## config.mk

```make
export PLATFORM = sky130hd
export DESIGN_NAME = ddr_bridge_top
export DESIGN_NICKNAME = d
export VERILOG_FILES = /design/src/design/ddr_bridge_pkg.sv /design/src/design/line_ctl_if.sv /design/src/design/beat_counter.sv /design/src/design/wr_line_path.sv /design/src/design/rd_line_path.sv /design/src/design/ddr_line_fsm.sv /design/src/design/ddr_bridge_top.sv
export SDC_FILE = /design/constraint.sdc
export NUM_CORES = 1
export LEC_CHECK = 0
export BUFFER_PORTS_ARGS = -buffer_cell sky130_fd_sc_hd__buf_2
export CORE_AREA = 5 5 322 324
export CTS_CLUSTER_DIAMETER = 50
export DETAILED_ROUTE_END_ITERATION = 6
export DIE_AREA = 0 0 327 329
export GPL_TIMING_DRIVEN = 0
export SYNTH_ARGS = -nofsm -noshare
export SYNTH_HDL_FRONTEND = slang
export SYNTH_SLANG_ARGS = --single-unit
export TNS_END_PERCENT = 1
```

## constraint.sdc

```tcl
create_clock -name ui_clk -period 1.98 [get_ports ui_clk]
set_input_delay 0.396 -clock ui_clk [delete_from_list [all_inputs] [get_ports ui_clk]]
set_output_delay 0.396 -clock ui_clk [all_outputs]
set_load 0.05 [all_outputs]
```

## src/design/ddr_bridge_pkg.sv

```systemverilog
/*
 * Widths are fixed by the DDR2 controller core: a 256-bit line moves as two 128-bit beats.
 * The app address counts x16 columns, so one 16-byte beat advances it by 8.
 */
package ddr_bridge_pkg;

    // --------------------------------------------------
    // data and address widths
    // --------------------------------------------------
    localparam int LINE_W    = 256;
    localparam int BEAT_W    = 128;
    localparam int WB_ADR_W  = 30;
    localparam int APP_ADR_W = 27;

    localparam int BEATS_PER_LINE = 2;

    // beat select width and counter width (counter must reach BEATS_PER_LINE)
    localparam int BEAT_SEL_W = $clog2(BEATS_PER_LINE);
    localparam int BEAT_CNT_W = $clog2(BEATS_PER_LINE + 1);

    // 16 bytes per beat in 2-byte column units
    localparam logic [APP_ADR_W-1:0] BEAT_ADR_STEP = 8;

    // --------------------------------------------------
    // app command and sequencer states
    // --------------------------------------------------
    typedef enum logic [2:0] {
        APP_CMD_WRITE = 3'b000,
        APP_CMD_READ  = 3'b001
    } app_cmd_e;

    typedef enum logic [2:0] {
        ST_IDLE,
        ST_WRITE,
        ST_READ_CMD,
        ST_READ_WAIT,
        ST_ACK
    } line_state_e;

endpackage

```

## src/design/line_ctl_if.sv

```systemverilog
/*
 * Beat control from the line sequencer to the write and read data paths.
 * All signals are in the ui_clk domain.
 */
interface line_ctl_if;

    // write side
    logic                                  wr_load;
    logic [ddr_bridge_pkg::BEAT_SEL_W-1:0] cmd_beat;

    // read side
    logic                                  rd_store;
    logic [ddr_bridge_pkg::BEAT_SEL_W-1:0] rd_beat;
    logic                                  rd_clear;

    modport fsm (
        output wr_load,
        output cmd_beat,
        output rd_store,
        output rd_beat,
        output rd_clear
    );

    modport wr (input wr_load, input cmd_beat);

    modport rd (input rd_store, input rd_beat, input rd_clear);

endinterface

```

## src/design/beat_counter.sv

```systemverilog
/*
 * Counts accepted beats up to BEATS_PER_LINE and then holds.
 * done is registered and stays high until clear.
 */
module beat_counter (
    input  logic                                  ui_clk,
    input  logic                                  rst,
    input  logic                                  clear,
    input  logic                                  advance,
    output logic [ddr_bridge_pkg::BEAT_CNT_W-1:0] count,
    output logic                                  done
);

    logic last;

    // advancing from here completes the line
    assign last = (count == ddr_bridge_pkg::BEATS_PER_LINE - 1);

    always_ff @(posedge ui_clk) begin
        if (!rst) begin
            count <= '0;
            done  <= 1'b0;
        end else if (clear) begin
            count <= '0;
            done  <= 1'b0;
        end else if (advance && !done) begin
            count <= count + 1'b1;
            done  <= last;
        end
    end

endmodule

```

## src/design/wr_line_path.sv

```systemverilog
/*
 * Holds the write line from request time, so the master may change its data after ack.
 * Beat 0 is the low half of the line.
 */
module wr_line_path (
    input  logic                              ui_clk,
    input  logic                              rst,
    input  logic [ddr_bridge_pkg::LINE_W-1:0] line_in,
    output logic [ddr_bridge_pkg::BEAT_W-1:0] beat_data,
    line_ctl_if.wr                            ctl
);

    logic [ddr_bridge_pkg::LINE_W-1:0] line_q;

    // --------------------------------------------------
    // line capture
    // --------------------------------------------------
    always_ff @(posedge ui_clk) begin
        if (!rst) begin
            line_q <= '0;
        end else if (ctl.wr_load) begin
            line_q <= line_in;
        end
    end

    // --------------------------------------------------
    // beat select
    // --------------------------------------------------
    // follows the command beat with no register, so data stays
    // aligned with app_en while app_rdy is low
    assign beat_data = line_q[ctl.cmd_beat * ddr_bridge_pkg::BEAT_W +: ddr_bridge_pkg::BEAT_W];

endmodule

```

## src/design/rd_line_path.sv

```systemverilog
/*
 * Assembles returned read beats into the line, beat 0 into the low half.
 * The line is cleared at the start of each read and holds until the next one.
 */
module rd_line_path (
    input  logic                              ui_clk,
    input  logic                              rst,
    input  logic [ddr_bridge_pkg::BEAT_W-1:0] beat_in,
    output logic [ddr_bridge_pkg::LINE_W-1:0] line_out,
    line_ctl_if.rd                            ctl
);

    logic [ddr_bridge_pkg::LINE_W-1:0] line_q;

    // --------------------------------------------------
    // beat store
    // --------------------------------------------------
    // a cleared line means a missing beat shows up as zeros
    always_ff @(posedge ui_clk) begin
        if (!rst) begin
            line_q <= '0;
        end else if (ctl.rd_clear) begin
            line_q <= '0;
        end else if (ctl.rd_store) begin
            line_q[ctl.rd_beat * ddr_bridge_pkg::BEAT_W +: ddr_bridge_pkg::BEAT_W] <= beat_in;
        end
    end

    assign line_out = line_q;

endmodule

```

## src/design/ddr_line_fsm.sv

```systemverilog
/*
 * Sequences one Wishbone classic cycle into BEATS_PER_LINE app commands.
 * Requests wait in idle until init_calib_complete. Write beats need app_rdy and app_wdf_rdy.
 * Read data is counted apart from commands, so two reads may be in flight.
 */
module ddr_line_fsm (
    input  logic                     ui_clk,
    input  logic                     rst,
    input  logic                     wb_cyc,
    input  logic                     wb_stb,
    input  logic                     wb_we,
    input  logic                     init_calib_complete,
    input  logic                     app_rdy,
    input  logic                     app_wdf_rdy,
    input  logic                     app_rd_data_valid,
    output logic                     app_en,
    output logic                     app_wdf_wren,
    output ddr_bridge_pkg::app_cmd_e app_cmd,
    output logic                     wb_ack,
    output logic                     addr_load,
    line_ctl_if.fsm                  ctl
);

    ddr_bridge_pkg::line_state_e state;
    ddr_bridge_pkg::line_state_e state_next;

    logic is_write;
    logic req_take;
    logic cmd_take;
    logic cmd_last;
    logic data_take;
    logic data_done;

    logic [ddr_bridge_pkg::BEAT_CNT_W-1:0] cmd_count;
    logic [ddr_bridge_pkg::BEAT_CNT_W-1:0] data_count;

    // --------------------------------------------------
    // request capture
    // --------------------------------------------------
    assign req_take = (state == ddr_bridge_pkg::ST_IDLE) && wb_cyc && wb_stb
                      && init_calib_complete;

    always_ff @(posedge ui_clk) begin
        if (!rst) begin
            is_write <= 1'b0;
        end else if (req_take) begin
            is_write <= wb_we;
        end
    end

    assign addr_load    = req_take;
    assign ctl.wr_load  = req_take && wb_we;
    assign ctl.rd_clear = req_take && !wb_we;

    // --------------------------------------------------
    // command issue
    // --------------------------------------------------
    assign app_en = (state == ddr_bridge_pkg::ST_WRITE) ||
                    (state == ddr_bridge_pkg::ST_READ_CMD);

    // write data goes out with its command
    assign app_wdf_wren = app_en && is_write;
    assign app_cmd      = is_write ? ddr_bridge_pkg::APP_CMD_WRITE
                                   : ddr_bridge_pkg::APP_CMD_READ;

    assign cmd_take = app_en && app_rdy && (app_wdf_rdy || !is_write);
    assign cmd_last = (cmd_count == ddr_bridge_pkg::BEATS_PER_LINE - 1);

    assign ctl.cmd_beat = cmd_count[ddr_bridge_pkg::BEAT_SEL_W-1:0];

    beat_counter cmd_cnt_i (
        .ui_clk  (ui_clk),
        .rst     (rst),
        .clear   (req_take),
        .advance (cmd_take),
        .count   (cmd_count),
        .done    ()
    );

    // --------------------------------------------------
    // read data return
    // --------------------------------------------------
    // beats may come back while the second command is still pending
    assign data_take = app_rd_data_valid &&
                       ((state == ddr_bridge_pkg::ST_READ_CMD) ||
                        (state == ddr_bridge_pkg::ST_READ_WAIT));

    assign ctl.rd_store = data_take;
    assign ctl.rd_beat  = data_count[ddr_bridge_pkg::BEAT_SEL_W-1:0];

    beat_counter data_cnt_i (
        .ui_clk  (ui_clk),
        .rst     (rst),
        .clear   (req_take),
        .advance (data_take),
        .count   (data_count),
        .done    (data_done)
    );

    // --------------------------------------------------
    // state register
    // --------------------------------------------------
    always_comb begin
        state_next = state;
        case (state)
            ddr_bridge_pkg::ST_IDLE: begin
                if (req_take) begin
                    state_next = wb_we ? ddr_bridge_pkg::ST_WRITE
                                       : ddr_bridge_pkg::ST_READ_CMD;
                end
            end
            ddr_bridge_pkg::ST_WRITE: begin
                if (cmd_take && cmd_last) begin
                    state_next = ddr_bridge_pkg::ST_ACK;
                end
            end
            ddr_bridge_pkg::ST_READ_CMD: begin
                if (cmd_take && cmd_last) begin
                    state_next = ddr_bridge_pkg::ST_READ_WAIT;
                end
            end
            ddr_bridge_pkg::ST_READ_WAIT: begin
                if (data_done) begin
                    state_next = ddr_bridge_pkg::ST_ACK;
                end
            end
            ddr_bridge_pkg::ST_ACK: begin
                state_next = ddr_bridge_pkg::ST_IDLE;
            end
            default: begin
                state_next = ddr_bridge_pkg::ST_IDLE;
            end
        endcase
    end

    always_ff @(posedge ui_clk) begin
        if (!rst) begin
            state <= ddr_bridge_pkg::ST_IDLE;
        end else begin
            state <= state_next;
        end
    end

    // ST_ACK always returns to idle so ack lasts one cycle
    assign wb_ack = (state == ddr_bridge_pkg::ST_ACK);

endmodule

```

## src/design/ddr_bridge_top.sv

```systemverilog
/*
 * Wishbone classic slave to DDR2 app interface bridge, all on ui_clk.
 * Full 256-bit lines only, no byte masks; upper Wishbone address bits are dropped.
 * No request is served before init_calib_complete.
 */
module ddr_bridge_top (
    // wishbone side
    input  logic                                 ui_clk,
    input  logic                                 rst,
    input  logic                                 wb_cyc,
    input  logic                                 wb_stb,
    input  logic                                 wb_we,
    input  logic [ddr_bridge_pkg::WB_ADR_W-1:0]  wb_adr,
    input  logic [ddr_bridge_pkg::LINE_W-1:0]    wb_dat_w,
    output logic [ddr_bridge_pkg::LINE_W-1:0]    wb_dat_r,
    output logic                                 wb_ack,

    // app side
    output logic [ddr_bridge_pkg::APP_ADR_W-1:0] app_addr,
    output ddr_bridge_pkg::app_cmd_e             app_cmd,
    output logic                                 app_en,
    output logic [ddr_bridge_pkg::BEAT_W-1:0]    app_wdf_data,
    output logic                                 app_wdf_wren,
    output logic                                 app_wdf_end,
    input  logic                                 app_rdy,
    input  logic                                 app_wdf_rdy,
    input  logic [ddr_bridge_pkg::BEAT_W-1:0]    app_rd_data,
    input  logic                                 app_rd_data_valid,
    input  logic                                 init_calib_complete
);

    logic                                 addr_load;
    logic [ddr_bridge_pkg::APP_ADR_W-1:0] addr_base;
    logic [ddr_bridge_pkg::APP_ADR_W-1:0] beat_offset;

    line_ctl_if ctl ();

    // --------------------------------------------------
    // app address
    // --------------------------------------------------
    // word address times 2 gives x16 column units
    always_ff @(posedge ui_clk) begin
        if (addr_load) begin
            addr_base <= {wb_adr[ddr_bridge_pkg::APP_ADR_W-2:0], 1'b0};
        end
    end

    assign beat_offset = ddr_bridge_pkg::BEAT_ADR_STEP * ctl.cmd_beat;
    assign app_addr    = addr_base + beat_offset;

    // every beat ends its own write burst
    assign app_wdf_end = 1'b1;

    // --------------------------------------------------
    // sequencer and data paths
    // --------------------------------------------------
    ddr_line_fsm fsm_i (
        .ui_clk              (ui_clk),
        .rst                 (rst),
        .wb_cyc              (wb_cyc),
        .wb_stb              (wb_stb),
        .wb_we               (wb_we),
        .init_calib_complete (init_calib_complete),
        .app_rdy             (app_rdy),
        .app_wdf_rdy         (app_wdf_rdy),
        .app_rd_data_valid   (app_rd_data_valid),
        .app_en              (app_en),
        .app_wdf_wren        (app_wdf_wren),
        .app_cmd             (app_cmd),
        .wb_ack              (wb_ack),
        .addr_load           (addr_load),
        .ctl                 (ctl.fsm)
    );

    wr_line_path wr_path_i (
        .ui_clk    (ui_clk),
        .rst       (rst),
        .line_in   (wb_dat_w),
        .beat_data (app_wdf_data),
        .ctl       (ctl.wr)
    );

    // read line is valid on wb_dat_r while wb_ack is high
    rd_line_path rd_path_i (
        .ui_clk   (ui_clk),
        .rst      (rst),
        .beat_in  (app_rd_data),
        .line_out (wb_dat_r),
        .ctl      (ctl.rd)
    );

endmodule

```

==> impl_results.md <==
* Routed Antenna Nets at 0
* Final net count at 4,236
* CP Class: reg2out
* IO Port Bufs at 831
* Half-perimeter wire length after placement at 75,800 um
* Util after Layout at 34.2%
* Post-synth EDFFs at 26
* Fin crit period at 2780 ps
* Placed insts at 4,671
* R2r setup slk at -190 ps
* Global-route wire length before repair at 143,000 um
* Sinks on the clock net at 548
* Initial antenna violation count at 14
* Chip Width at 327 um
* Starting DRT DRC Count at 1,105
* Yosys warns at 0
* Skew-Pair Late Insertion Delay at 620 ps
* RePlAce Congestion at 0.900
* Avg Synthesized Cell Area at 8.59 um^2
* Pins Over Slew Limit at 0
* Post-synthesis sequential area ratio at 51.7%
* Area growth syn-to-layout at 58.7%
* Commonest non-fill, non-tap cells in the layout: nand2_1 (1,035), buf_2 (829), dfxtp_1 (520), dlygate4sd3_1 (351), a21oi_1 (260)
* Worst-path clk slew at 50 ps
* Leakage at 14.5 nW
* Crit-path max FO at 10
* Worst hold path type: in2reg
* Count of final hold-check violations at 0
* Gate Count Post-Synth at 2,529
* Maximum clock path buffer count at 3
* Non-filler instance count after layout at 5,182
* CP endpoint kind: output port
* Height of the chip at 329 um
* Post-synthesis register bit count at 548
* Hold slack at 56.8 ps
* CTS root buffer: clkbuf_16
* Cts bufs inserted at 71
* Initial Util at 21.5%
* Vias/cell at 4.37
* PnR worst setup slack at -803 ps
* Startpoint Class: flop
* Tot GR Track Use at 17.4%
* Ports at 841
* Post-synth ARST share at 0%
* Ys flop type: dfxtp_1
* Crit-path cells: clkbuf_1 > mux2_2 > buf_2
* WL/cell at 19.1 um
* Rel. slew slack at 37.7%
* FMAX at 359 MHz
* Status: finished with violations
* DRT Pass-1 Iters at 5
* Core Box Area at 101,000 um^2
* Clock Skews at 15.7 ps
* Vias at 22,624
* Total chip power at 0.0285 W
* RSZ-0062 raised after global routing: true
* Clock H-tree levels at 3
* Worst path arrival time at 2390 ps
* Final setup violation count at 383
* Commonest non-fill, non-tap cell in the layout: nand2_1
* CP max-delay cell: clkbuf_1
* Largest net degree at the start of global routing at 27
* CTS tree: done
* Total Wirelength at 98,800 um
* Share of layout cells above drive strength 1 at 33.6%
* Critical Path Max Stage Delay at 700 ps
* Post-route clock period utilization at 141%
* Failing checks: negative setup slack
* Vias in the first global route at 23,075
* Max_cap viols at 0
* Worst IR drop on VDD at 0.564 mV
* Grt total ovfl at 0
* Site row count at 117
* Cell variety after synth at 41
* Pwr/cell area at 825 nW/um^2
* Critical Path RT at 1580 ps
* Post-Syn Area at 21,700 um^2
* Tightest Pin Transition at 935 ps
* Die area at 108,000 um^2
* DRC at 0
==> cells by family after synthesis <==
| logic type | count (synthesis) | synth area share, % |
|---|---|---|
| AO/OA/AOI/OAI | 523 | 15.1 |
| XOR/XNOR | 25 | 1.01 |
| adder cells (fa/ha/maj) | 4 | 0.230 |
| buffers and inverters | 199 | 5.70 |
| flip-flops | 548 | 51.7 |
| multiplexers | 128 | 6.63 |
| other | 2 | 0.0346 |
| AND/OR/NAND/NOR | 1100 | 19.6 |
==> cells in the mapped netlist, drive strengths merged, types with 5 or more instances <==
cell,n,area share [%]
nand2,1037,18
dfxtp,522,48
a21oi,260,6.0
a21boi,256,8.8
mux2,128,6.6
buf,126,4.4
clkbuf,67,1.2
edfxtp,26,3.6
nor2,20,0.35
xnor2,20,0.81
nand3,11,0.25
nand4,7,0.23
inv,6,0.10
xor2,5,0.20
==> worst max-delay path: cells and delay by family (launching register included) <==
kind                   cells  cell delay, ps
multiplexers               1             440
flip-flops                 1             410
buffers and inverters      2             920
==> power breakdown <==
| group | leakage, nW | switching, W | internal [W] | total (W) |
|---|---|---|---|---|
| combinational | 8.92 | 0.00235 | 0.00160 | 0.00395 |
| sequential | 4.46 | 0.000169 | 0.0114 | 0.0116 |
| clock | 1.14 | 0.00529 | 0.00765 | 0.0129 |
==> final timing paths <==
kind | start | endpoint | cells past startpoint
max | fsm_i.cmd_cnt_i.count[0]$_SDFFE_PP0P_ | app_wdf_data[19] | 3
min reg2reg | wr_path_i.line_q[224]$_SDFFE_PN0P_ | wr_path_i.line_q[224]$_SDFFE_PN0P_ | 2
min | wb_dat_w[123] | wr_path_i.line_q[123]$_SDFFE_PN0P_ | 3
max reg2reg | fsm_i.state[2]$_SDFFE_PN0P_ | wr_path_i.line_q[151]$_SDFFE_PN0P_ | 6
==> state kept, by name, indices dropped and copies added, names as in the netlist <==
name / flops
fsm_i.state: 3
rd_path_i.line_out: 256
wr_path_i.line_q: 256
fsm_i.cmd_cnt_i.done: 1
fsm_i.is_write: 1
fsm_i.data_cnt_i.count: 2
fsm_i.data_cnt_i.done: 1
addr_base: 26
fsm_i.cmd_cnt_i.count: 2
==> area by class of cell <==
class / count / area (um^2)
clock inverter: 33 / 364
multi-input combinational: 1784 / 9600
clock buffer: 96 / 2000
inverter: 6 / 26.3
tap: 1309 / 1640
timing repair buffer: 1205 / 8070
fill: 10393 / 66400
antenna: 8 / 20.0
buffer: 193 / 1540
sequential: 548 / 11200
==> stage by stage <==
| step | worst slack (ps) | setup TNS (ps) | cell area (um^2) |
|---|---|---|---|
| after CTS | -882 | -117540 | 34100 |
| after global routing | -913 | -113210 | 34500 |
| after floorplan | -283 | -3670 | 21900 |
| final | -803 | -93770 | 34500 |
| after global placement | -1420 | -491080 | 27700 |
| after detailed placement | -1460 | -503580 | 27700 |
==> timing repair <==
| item | in CTS | in global routing |
|---|---|---|
| pin swaps | 11 | 14 |
| hold buffers | 351 | 0 |
| setup buffers | 8 | 15 |
| endpoints found under the setup margin | 554 | 579 |
| resized for setup | 150 | 103 |
| endpoints found under the hold margin | 424 | 0 |
==> layer usage <==
metal  GRT usage, %  up-vias  part of all wire, %
met5              0        -                0.034
li1               -    10854                    -
met3           4.48      219                  6.8
met2           30.7      889                   49
met4           6.98        6                  4.3
met1           20.1    10656                   40
No activity file was read; power rests on OpenSTA's default activity.
